`config.mk`:
```
export PLATFORM = sky130hd
export DESIGN_NAME = sfifo_top
export DESIGN_NICKNAME = d
export VERILOG_FILES = /design/src/verilog/sfifo_pkg.sv /design/src/verilog/sfifo_ctl.sv /design/src/verilog/sfifo_ram.sv /design/src/verilog/sfifo_status.sv /design/src/verilog/sfifo_top.sv
export SDC_FILE = /design/constraint.sdc
export NUM_CORES = 1
export LEC_CHECK = 0
export ABC_CLOCK_PERIOD_IN_PS = 6100
export BUFFER_PORTS_ARGS = -buffer_cell sky130_fd_sc_hd__clkbuf_2
export CAP_MARGIN = 20
export CELL_PAD_IN_SITES_DETAIL_PLACEMENT = 0
export CELL_PAD_IN_SITES_GLOBAL_PLACEMENT = 1
export CORE_ASPECT_RATIO = 1.4
export CORE_UTILIZATION = 50
export CTS_BUF_LIST = sky130_fd_sc_hd__clkbuf_2 sky130_fd_sc_hd__clkbuf_4 sky130_fd_sc_hd__clkbuf_8
export CTS_CLUSTER_SIZE = 12
export DETAILED_ROUTE_END_ITERATION = 7
export GPL_ROUTABILITY_DRIVEN = 0
export PLACE_DENSITY = 0.83
export SYNTH_ARGS = -nofsm -noshare
export SYNTH_HDL_FRONTEND = slang
export SYNTH_SLANG_ARGS = --single-unit
```
`constraint.sdc`:
```
create_clock -name clk_i -period 6.1 [get_ports clk_i]
set_clock_uncertainty 0.1 [all_clocks]
set_input_delay 1.525 -clock clk_i [delete_from_list [all_inputs] [get_ports clk_i]]
set_output_delay 1.525 -clock clk_i [all_outputs]
set_load 0.02 [all_outputs]
```
`src/verilog/sfifo_pkg.sv`:
```
/* Shared sizes, thresholds and types of the 16-entry synchronous FIFO.
   Imported by wildcard into every FIFO module and the testbench. */

package sfifo_pkg;

  // --------------------------------------------------
  // Storage geometry
  // --------------------------------------------------

  // Number of words the FIFO can hold
  localparam int unsigned FIFO_DEPTH = 16;

  // Address width of the storage array
  localparam int unsigned ADDR_W = $clog2(FIFO_DEPTH);

  // One extra bit so a count of FIFO_DEPTH fits
  localparam int unsigned CNT_W = ADDR_W + 1;

  // --------------------------------------------------
  // Programmable flag thresholds
  // --------------------------------------------------

  // prog_full sets at or above assert, clears at or below negate
  localparam int unsigned PROG_FULL_ASSERT = 12;
  localparam int unsigned PROG_FULL_NEGATE = 10;

  // prog_empty sets at or below assert, clears at or above negate
  localparam int unsigned PROG_EMPTY_ASSERT = 2;
  localparam int unsigned PROG_EMPTY_NEGATE = 4;

  // --------------------------------------------------
  // Types
  // --------------------------------------------------

  // Stored word, 24 data bits plus an 8-bit tag
  typedef struct packed {
    logic [23:0] data;
    logic [7:0]  tag;
  } sfifo_word_t;

  typedef logic [ADDR_W-1:0] sfifo_addr_t;

  typedef logic [CNT_W-1:0] sfifo_count_t;

  // Status flags, all registered in the status unit
  typedef struct packed {
    logic empty;
    logic almost_empty;
    logic prog_empty;
    logic almost_full;
    logic prog_full;
    logic full;
  } sfifo_flags_t;

  // Error strobes, one cycle wide
  typedef struct packed {
    logic overflow;
    logic underflow;
  } sfifo_err_t;

  // Flag state of an empty FIFO, used at reset
  localparam sfifo_flags_t FLAGS_RST = '{
    empty:        1'b1,
    almost_empty: 1'b1,
    prog_empty:   1'b1,
    default:      1'b0
  };

endpackage

```
`src/verilog/sfifo_ctl.sv`:
```
/* FIFO controller: qualifies write and read strobes against full and empty,
   steps the storage addresses and registers ack, valid and error strobes. */
`timescale 1ns/10ps

module sfifo_ctl
  import sfifo_pkg::*;
(
  input  logic         clk_i,
  input  logic         a_rst_i,
  input  logic         wr_en_i,
  input  logic         rd_en_i,
  input  sfifo_flags_t flags_i,
  output logic         wr_ram_o,
  output logic         rd_ram_o,
  output sfifo_addr_t  wr_adr_o,
  output sfifo_addr_t  rd_adr_o,
  output logic         wr_ack_o,
  output logic         rd_valid_o,
  output sfifo_err_t   err_o
);

  // Last storage address before the counters wrap
  localparam sfifo_addr_t MAX_ADR = sfifo_addr_t'(FIFO_DEPTH - 1);

  // --------------------------------------------------
  // Accept strobes
  // --------------------------------------------------

  // Write only into a FIFO that is not full
  assign wr_ram_o = wr_en_i & ~flags_i.full;

  // Read only from a FIFO that is not empty
  // Simultaneous write and read are each judged on their own flag
  assign rd_ram_o = rd_en_i & ~flags_i.empty;

  // --------------------------------------------------
  // Write address counter and acknowledge
  // --------------------------------------------------

  always_ff @(posedge clk_i or posedge a_rst_i) begin
    if (a_rst_i) begin
      wr_adr_o <= '0;
    end else if (wr_ram_o) begin
      // Wrap at the top of the array
      if (wr_adr_o == MAX_ADR) begin
        wr_adr_o <= '0;
      end else begin
        wr_adr_o <= wr_adr_o + 1'b1;
      end
    end
  end

  // Ack follows an accepted write by one cycle
  always_ff @(posedge clk_i or posedge a_rst_i) begin
    if (a_rst_i) begin
      wr_ack_o <= 1'b0;
    end else begin
      wr_ack_o <= wr_ram_o;
    end
  end

  // --------------------------------------------------
  // Read address counter and valid strobe
  // --------------------------------------------------

  always_ff @(posedge clk_i or posedge a_rst_i) begin
    if (a_rst_i) begin
      rd_adr_o <= '0;
    end else if (rd_ram_o) begin
      // Storage reads the old address on this edge
      if (rd_adr_o == MAX_ADR) begin
        rd_adr_o <= '0;
      end else begin
        rd_adr_o <= rd_adr_o + 1'b1;
      end
    end
  end

  // Valid lines up with the registered read data of the storage
  always_ff @(posedge clk_i or posedge a_rst_i) begin
    if (a_rst_i) begin
      rd_valid_o <= 1'b0;
    end else begin
      rd_valid_o <= rd_ram_o;
    end
  end

  // --------------------------------------------------
  // Error strobes
  // --------------------------------------------------

  // Overflow: write strobe met a full FIFO
  // Underflow: read strobe met an empty FIFO
  always_ff @(posedge clk_i or posedge a_rst_i) begin
    if (a_rst_i) begin
      err_o <= '0;
    end else begin
      err_o.overflow  <= wr_en_i & flags_i.full;
      err_o.underflow <= rd_en_i & flags_i.empty;
    end
  end

endmodule

```
`src/verilog/sfifo_ram.sv`:
```
/* FIFO storage: 16-word simple dual-port array with a registered read port,
   shaped for block RAM inference. */
`timescale 1ns/10ps

module sfifo_ram
  import sfifo_pkg::*;
(
  input  logic        clk_i,
  input  logic        wr_en_i,
  input  sfifo_addr_t wr_adr_i,
  input  sfifo_word_t wr_data_i,
  input  logic        rd_en_i,
  input  sfifo_addr_t rd_adr_i,
  output sfifo_word_t rd_data_o
);

  // Word storage, no reset
  sfifo_word_t mem [FIFO_DEPTH];

  // --------------------------------------------------
  // Write port
  // --------------------------------------------------

  always_ff @(posedge clk_i) begin
    if (wr_en_i) begin
      mem[wr_adr_i] <= wr_data_i;
    end
  end

  // --------------------------------------------------
  // Read port
  // --------------------------------------------------

  // Output register holds the last word when no read is accepted
  // A same-cycle write to the read address returns the old word
  always_ff @(posedge clk_i) begin
    if (rd_en_i) begin
      rd_data_o <= mem[rd_adr_i];
    end
  end

endmodule

```
`src/verilog/sfifo_status.sv`:
```
/* FIFO status unit: keeps the occupancy count and registers every status
   flag from the next count, with hysteresis on the programmable flags. */
`timescale 1ns/10ps

module sfifo_status
  import sfifo_pkg::*;
(
  input  logic         clk_i,
  input  logic         a_rst_i,
  input  logic         wr_ram_i,
  input  logic         rd_ram_i,
  output sfifo_flags_t flags_o,
  output sfifo_count_t count_o
);

  // Count values the flags compare against
  localparam sfifo_count_t CNT_FULL   = sfifo_count_t'(FIFO_DEPTH);
  localparam sfifo_count_t CNT_AFULL  = sfifo_count_t'(FIFO_DEPTH - 1);
  localparam sfifo_count_t CNT_PF_SET = sfifo_count_t'(PROG_FULL_ASSERT);
  localparam sfifo_count_t CNT_PF_CLR = sfifo_count_t'(PROG_FULL_NEGATE);
  localparam sfifo_count_t CNT_PE_SET = sfifo_count_t'(PROG_EMPTY_ASSERT);
  localparam sfifo_count_t CNT_PE_CLR = sfifo_count_t'(PROG_EMPTY_NEGATE);

  // Occupancy after the current edge
  sfifo_count_t count_nxt;
  // Flags derived from count_nxt
  sfifo_flags_t flags_nxt;

  // --------------------------------------------------
  // Next occupancy
  // --------------------------------------------------

  always_comb begin
    case ({wr_ram_i, rd_ram_i})
      // Write alone
      2'b10:   count_nxt = count_o + 1'b1;
      // Read alone
      2'b01:   count_nxt = count_o - 1'b1;
      // Both or neither leave the count as is
      default: count_nxt = count_o;
    endcase
  end

  // --------------------------------------------------
  // Next flags
  // --------------------------------------------------

  always_comb begin
    flags_nxt.empty        = (count_nxt == '0);
    flags_nxt.almost_empty = (count_nxt <= sfifo_count_t'(1));
    flags_nxt.almost_full  = (count_nxt >= CNT_AFULL);
    flags_nxt.full         = (count_nxt == CNT_FULL);

    // prog_full holds its value between the two thresholds
    if (count_nxt >= CNT_PF_SET) begin
      flags_nxt.prog_full = 1'b1;
    end else if (count_nxt <= CNT_PF_CLR) begin
      flags_nxt.prog_full = 1'b0;
    end else begin
      flags_nxt.prog_full = flags_o.prog_full;
    end

    // prog_empty likewise, mirrored toward the empty end
    if (count_nxt <= CNT_PE_SET) begin
      flags_nxt.prog_empty = 1'b1;
    end else if (count_nxt >= CNT_PE_CLR) begin
      flags_nxt.prog_empty = 1'b0;
    end else begin
      flags_nxt.prog_empty = flags_o.prog_empty;
    end
  end

  // --------------------------------------------------
  // Registers
  // --------------------------------------------------

  // Count and flags move on the same edge
  always_ff @(posedge clk_i or posedge a_rst_i) begin
    if (a_rst_i) begin
      count_o <= '0;
      flags_o <= FLAGS_RST;
    end else begin
      count_o <= count_nxt;
      flags_o <= flags_nxt;
    end
  end

endmodule

```
`src/verilog/sfifo_top.sv`:
```
/* Top level of the synchronous FIFO, standard read mode.
   Connects the controller, the status unit and the storage array. */
`timescale 1ns/10ps

module sfifo_top
  import sfifo_pkg::*;
(
  input  logic         clk_i,
  input  logic         a_rst_i,
  // Write side
  input  logic         wr_en_i,
  input  sfifo_word_t  wr_data_i,
  output logic         wr_ack_o,
  // Read side
  input  logic         rd_en_i,
  output logic         rd_valid_o,
  output sfifo_word_t  rd_data_o,
  // Status
  output sfifo_flags_t flags_o,
  output sfifo_count_t count_o,
  output sfifo_err_t   err_o
);

  // Accepted write and read strobes
  logic        wr_ram;
  logic        rd_ram;
  // Storage addresses from the controller
  sfifo_addr_t wr_adr;
  sfifo_addr_t rd_adr;

  // --------------------------------------------------
  // Controller
  // --------------------------------------------------

  // Qualifies strobes with the registered status flags
  sfifo_ctl u_ctl (
    .clk_i      (clk_i),
    .a_rst_i    (a_rst_i),
    .wr_en_i    (wr_en_i),
    .rd_en_i    (rd_en_i),
    .flags_i    (flags_o),
    .wr_ram_o   (wr_ram),
    .rd_ram_o   (rd_ram),
    .wr_adr_o   (wr_adr),
    .rd_adr_o   (rd_adr),
    .wr_ack_o   (wr_ack_o),
    .rd_valid_o (rd_valid_o),
    .err_o      (err_o)
  );

  // --------------------------------------------------
  // Status unit
  // --------------------------------------------------

  sfifo_status u_status (
    .clk_i    (clk_i),
    .a_rst_i  (a_rst_i),
    .wr_ram_i (wr_ram),
    .rd_ram_i (rd_ram),
    .flags_o  (flags_o),
    .count_o  (count_o)
  );

  // --------------------------------------------------
  // Storage
  // --------------------------------------------------

  // Read data arrives together with rd_valid_o
  sfifo_ram u_ram (
    .clk_i     (clk_i),
    .wr_en_i   (wr_ram),
    .wr_adr_i  (wr_adr),
    .wr_data_i (wr_data_i),
    .rd_en_i   (rd_ram),
    .rd_adr_i  (rd_adr),
    .rd_data_o (rd_data_o)
  );

endmodule
```
# Word level (Yosys, flattened, before mapping)
# Memories as Yosys holds them, arrays and structs flattened. A register that Yosys moved wholly into a read port is not among the register bits.
# Cells that the tools add are included.
dict set report word_totals {
  mem_count 1
  mem_bits_ro 0
  register_bits 23
  wordCells 47
  inputBits 36
  latchBits 0
  ram_bits 512
}
# name words word_bits read_ports rd_clocked_by_memory_dff wr line_no
set mem_list {}
lappend mem_list {u_ram.mem 16 32 1 1 1 sfifo_ram.sv:18} ;# sfifo_word_t mem [FIFO_DEPTH];
dict set report op_classes {
  n_bitwise 6
  n_shift 0
  n_mux 9
  order_cmp 6
  n_eq_ne 5
  mul 0
  n_reduce_logical 3
  addsub 4
  div_mod_pow 0
}
# op count
set ops {}
lappend ops {{greater-or-equal comparator 5 x 4 -> 1 bit, second input constant} 2}
lappend ops {{one-hot mux 5 bit (2 select lines)} 1}
lappend ops {{adder 4 x 1 -> 4 bit, second input constant} 2}
lappend ops {{equality test 4 bit, second input constant} 2}
lappend ops {{two-way mux 4 bit} 2}
lappend ops {{two-way mux 1 bit} 6}
lappend ops {{adder 5 x 1 -> 5 bit, second input constant} 1}
lappend ops {{equality test 5 bit, second input constant} 1}
lappend ops {{greater-or-equal comparator 5 x 3 -> 1 bit, second input constant} 1}
lappend ops {{<= comparator 5 x 1 -> 1 bit, second input constant} 1}
lappend ops {{<= comparator 5 x 2 -> 1 bit, second input constant} 1}
lappend ops {{<= comparator 5 x 4 -> 1 bit, second input constant} 1}
lappend ops {{zero test 5 bit} 1}
lappend ops {{subtractor 5 x 1 -> 5 bit, second input constant} 1}
lappend ops {{AND 1 bit} 4}
lappend ops {{nonzero test 2 bit} 2}
lappend ops {{equality test 2 x 1 -> 1 bit, second input constant} 1}
lappend ops {{equality test 2 bit, second input constant} 1}
lappend ops {{NOT 1 bit} 2}

# Depth between registers and ports, before layout
dict set report depth {
  ltp_word 7
  ltp_mapped 11
  ltp_nobuf 10
}

# Cells and area by module
# A second synthesis with hierarchy kept.
dict set report hier_totals {
  hier_cells 949
  hier_area_um2 21370.5
}
# module area_each_um2 cells_each seq_area_each_um2 n_inst
set by_module_without_submodules {}
lappend by_module_without_submodules {sfifo_ram 20174.3 838 16335.7 1}
lappend by_module_without_submodules {sfifo_status 678.2 66 279.0 1}
lappend by_module_without_submodules {sfifo_ctl 518.0 45 300.3 1}

# Least setup slack after synthesis
# OpenSTA, ideal clock, no wires.
dict set report synth_path {
  path_type {input -> register}
  start {in wr_en_i}
  end {mem u_ram.mem[3][0] in the netlist's numbering, enable pin}
  n_path_buf 2
  t_arrival_ns 4.459
  cell_stages 6
  setup_time_ns 0.461
  path_slack_ns 1.080
  required_ns 5.539
  cell_sequence {nand2b_1 > buf_2 > inv_2 > clkbuf_1 > nand2_1 > nor3_1}
}
dict set report synth_between {
  elab_chain_len 3
}
# item line_no
set synth_lines {}
lappend synth_lines {{start, declared} sfifo_top.sv:11} ;# input logic wr_en_i,
lappend synth_lines {{AND 1 bit} sfifo_ctl.sv:30} ;# assign wr_ram_o = wr_en_i & ~flags_i.full;
lappend synth_lines {{via u_ctl.wr_ram_o} sfifo_ctl.sv:13} ;# output logic wr_ram_o,
lappend synth_lines {{two-way mux 1 bit} sfifo_ram.sv:25} ;# if (wr_en_i) begin
lappend synth_lines {{two-way mux 1 bit (implied by the code)} sfifo_ram.sv:26} ;# mem[wr_adr_i] <= wr_data_i;
lappend synth_lines {{end, declared} sfifo_ram.sv:18}
# The timed path passes the listed nets, and every way through them passes these cells.

# Worst setup path in the final report
dict set report layout_path {
  start {in rd_en_i}
  end {reg, netlist name u_status.flags_o[3]}
}
dict set report layout_between {
  elab_chain_len 5
  word_cells_on_any_way 8
}
# item line_no
set layout_lines {}
lappend layout_lines {{start, declared} sfifo_top.sv:15} ;# input logic rd_en_i,
lappend layout_lines {{AND 1 bit (*)} sfifo_ctl.sv:34} ;# assign rd_ram_o = rd_en_i & ~flags_i.empty;
lappend layout_lines {{via rd_ram} sfifo_top.sv:26} ;# logic rd_ram;
lappend layout_lines {{equality test 2 x 1 -> 1 bit / equality test 2 bit (equally long branches)} sfifo_status.sv:34} ;# case ({wr_ram_i, rd_ram_i})
lappend layout_lines {{one-hot mux 5 bit (2 select lines) (*)} sfifo_status.sv:34}
lappend layout_lines {{via u_status.count_nxt[4]} sfifo_status.sv:25} ;# sfifo_count_t count_nxt;
lappend layout_lines {{<= comparator 5 x 2 -> 1 bit / greater-or-equal comparator 5 x 3 -> 1 bit (equally long branches)} {sfifo_status.sv:64, sfifo_status.sv:66}}
lappend layout_lines {{two-way mux 1 bit / nonzero test 2 bit (equally long branches)} -}
# Mark *: on every way through the listed nets, which the timed path passes. The rest lies on a longest branch.
# A chain may end at the register's enable or synchronous reset.

==> impl_metrics.toml <==
[floorplanning]
placementRows = 89
boundaryPins = 83
start_util_pct = 50.8
dieArea_mm2 = 0.0438
fp.coreArea_mm2 = 0.0423
chipWidth_um = 177
fp.dieH_um = 247

[clock_tree]
cts-hold-fix-buffers = 0
clock_sinks = 567
cts_setup_buffers = 0
htreeDepth = 3
cts.repair.resized = 0
cts_tree = "yes"
cts_root_buffer = "clkbuf_8"
cts_buffers = 79
clk_pin_slew_ns = 0.07
clk_latency_ns = 0.63
clockBufferDepth = 3

[placed_design]
post-dp-hpwl_mm = 22.2
pre_cts_ws_ns = 1.46
portBuffers = 82
place_area_mm2 = 0.0227
dp.cells = 1482

[synth]
synth_edf_count = 544
ys_seq_area_share_pct = 78.7
syn_nets = 921
synth_cell_type_count = 43
synth_warnings = 0
synth-async-reset-ratio_pct = 4.06
syn_inst = 878
synth_seq_cells = 567
syn_area_per_cell_um2 = 24.5
synth_area_mm2 = 0.0215
ys.flop_type = "edfxtp_1"

[timing]
fin_crit_ns = 3.96
hold_violations = 0
finalSetupTns_ns = 0
max-slew-margin-rel_pct = 25.4
worstMarginPinSlew_ns = 1.12
whs_ns = 0.403
rsz0062_at_grt = "no"
maxSlewViolCount = 0
fin_ws_ns = 2.14
fin_crit_sh_pct = 64.9
setup-violations-final = 0
fmax_ghz = 0.252

[detailed_routing]
drc = 0
wire_per_inst_um = 25.0
drt-initial-drc-count = 806
vias_per_cell = 5.86
wirelength_mm = 40.7
antenna_left = 0
first_pass_iters = 5
vias = 9519

[run_status]
status = "complete, no violations"

[grt]
grt_most_used_layer = "met2"
grt_pass1_vias = 10100
grt_use_met3_pct = 3.94
grt_pass1_wl_mm = 60.7
antenna_found_initial = 2
gr-total-overflow = 0
gr-usage-all-layers_pct = 19.4
grt_max_degree = 133
gr-usage-met2_pct = 33.5
met1_usage_pct = 23.7

[critical_path]
worst-path-buf-inv = 2
critPathSlowestCell = "inv_4"
cpPeakStageDelay_ns = 0.58
cp_top_family = "simple AND/OR/NAND/NOR gates"
endpoint_kind = "flip-flop"
critPathLaunchType = "input port"
worstPathMaxFanout = 41
cp_cell_sequence = "clkbuf_2, nand2b_1, inv_4, nand2_1, xnor2_1, ha_1, a21oi_1, nor3_1, nor4_2, xor2_2, a2111oi_0"
arrival_ns = 4.35
required_ns = 6.49
worstSetupPathType = "in2reg"

[final_layout]
multiInputGateArea_mm2 = 0.00437
nNetsFinal = 1063
fin_cells = 1625
fillerInstances = 2964
seq_area_mm2 = 0.0169
fin_area_mm2 = 0.0242
postLayoutCoreUtil_pct = 57.1
drive_gt1_share_pct = 38.5
area_delta_synth_final_pct = 12.4

[run]
drv_cap = 0

[power]
vdd_ir_drop_max_mv = 0.243
p_leak_nw = 7.75
totalPowerFinal_mw = 11.0
power_density_mw_per_mm2 = 453

[min_path]
holdCritPathClass = "reg2reg"
worst min-delay path, stage by stage, from the launching register on:
cell and delay [ns]:
dfstp_2 0.37, inv_1 0.04, a2111oi_0 0.08
cell usage after synthesis, types with 3 or more instances:
library cell	count	share of area, %
buf_1	13	0.23
nor3_1	8	0.19
mux4_2	160	17
o21ai_0	8	0.19
dfrtp_1	20	2.3
nand2b_1	6	0.17
buf_6	12	0.63
buf_2	8	0.19
edfxtp_1	544	76
nor2_1	12	0.21
a21oi_1	5	0.12
nand2_1	17	0.30
nand3_1	5	0.12
dfstp_2	3	0.37
clkbuf_1	12	0.21
inv_1	6	0.10
ha_1	7	0.41
xnor2_1	4	0.16
logic make-up (layout without fill, tap and decap cells):
logic type / Yosys count / in the layout / synth area share (%)
compound gates: 25 / 25 / 0.885
xor+xnor: 7 / 7 / 0.437
fa+ha+maj: 7 / 7 / 0.407
buf+inv: 54 / 254 / 1.47
flops: 567 / 567 / 78.7
mux: 160 / 160 / 16.8
other cells: 0 / 1 / 0
simple gates: 58 / 58 / 1.34
layer usage:
metal / part of all wire, % / vias up / wire (um)
met5: 0.032 / - / 13
met4: 2.4 / 2 / 961
met3: 6.3 / 65 / 2560
met2: 54 / 363 / 21900
met1: 37 / 5049 / 15200
li1: - / 4040 / -
layout make-up:
cell class,instances,area share [%]
tap,546,2.83
timing repair buffer,107,2.85
sequential,567,70.0
multi-input combinational,257,18.1
antenna,1,0.0104
inverter,8,0.135
clock buffer,101,5.23
clock inverter,38,0.803
power breakdown:
group	internal, mW	leakage [nW]	total, mW	switching [mW]
Sequential	4.89	5.21	5.15	0.259
Clock	1.40	0.772	2.73	1.34
Combinational	1.46	1.77	3.07	1.61
Total	7.75	7.75	11.0	3.20
worst paths after layout:
kind	start	end	slack, ns	cells after the start
max reg2reg	u_status.flags_o[5]$_DFF_PP1_	u_status.flags_o[3]$_DFFE_PP1P_	2.66	10
max in group asynchronous	a_rst_i	u_ctl.rd_adr_o[0]$_DFFE_PP0P_	4.31	2
max	rd_en_i	u_status.flags_o[3]$_DFFE_PP1P_	2.14	11
min reg2reg	u_status.flags_o[3]$_DFFE_PP1P_	u_status.flags_o[3]$_DFFE_PP1P_	0.40	2
min in group asynchronous	a_rst_i	u_ctl.wr_adr_o[1]$_DFFE_PP0P_	0.96	2
min	u_status.flags_o[3]$_DFFE_PP1P_	u_status.flags_o[3]$_DFFE_PP1P_	0.40	2
state kept, by name, indices dropped and copies added (netlist names):
signal / cells
u_ctl.err_o: 2
u_ctl.rd_adr_o: 4
u_ctl.rd_valid_o: 1
u_ctl.wr_ack_o: 1
u_ctl.wr_adr_o: 4
u_ram.mem: 512
u_ram.rd_data_o: 32
u_status.count_o: 5
u_status.flags_o: 6
placed cells by master, fill, tap and decap left out, drive strengths merged, types with 2 or more instances in the layout:
| cell | synthesis | final |
|---|---|---|
| dfstp | 3 | 3 |
| edfxtp | 544 | 544 |
| inv | 8 | 10 |
| nor2 | 12 | 12 |
| nand2b | 6 | 6 |
| ha | 7 | 7 |
| a21oi | 5 | 5 |
| mux4 | 160 | 160 |
| nor3 | 8 | 8 |
| nand3 | 5 | 5 |
| and2 | 2 | 2 |
| clkinv | 0 | 34 |
| clkbuf | 13 | 183 |
| nand2 | 17 | 17 |
| o21ai | 8 | 8 |
| nor4 | 3 | 3 |
| a21o | 3 | 3 |
| buf | 33 | 25 |
| dfrtp | 20 | 20 |
| a2111oi | 2 | 2 |
| xnor2 | 5 | 5 |
No activity file was read; power rests on OpenSTA's default activity.
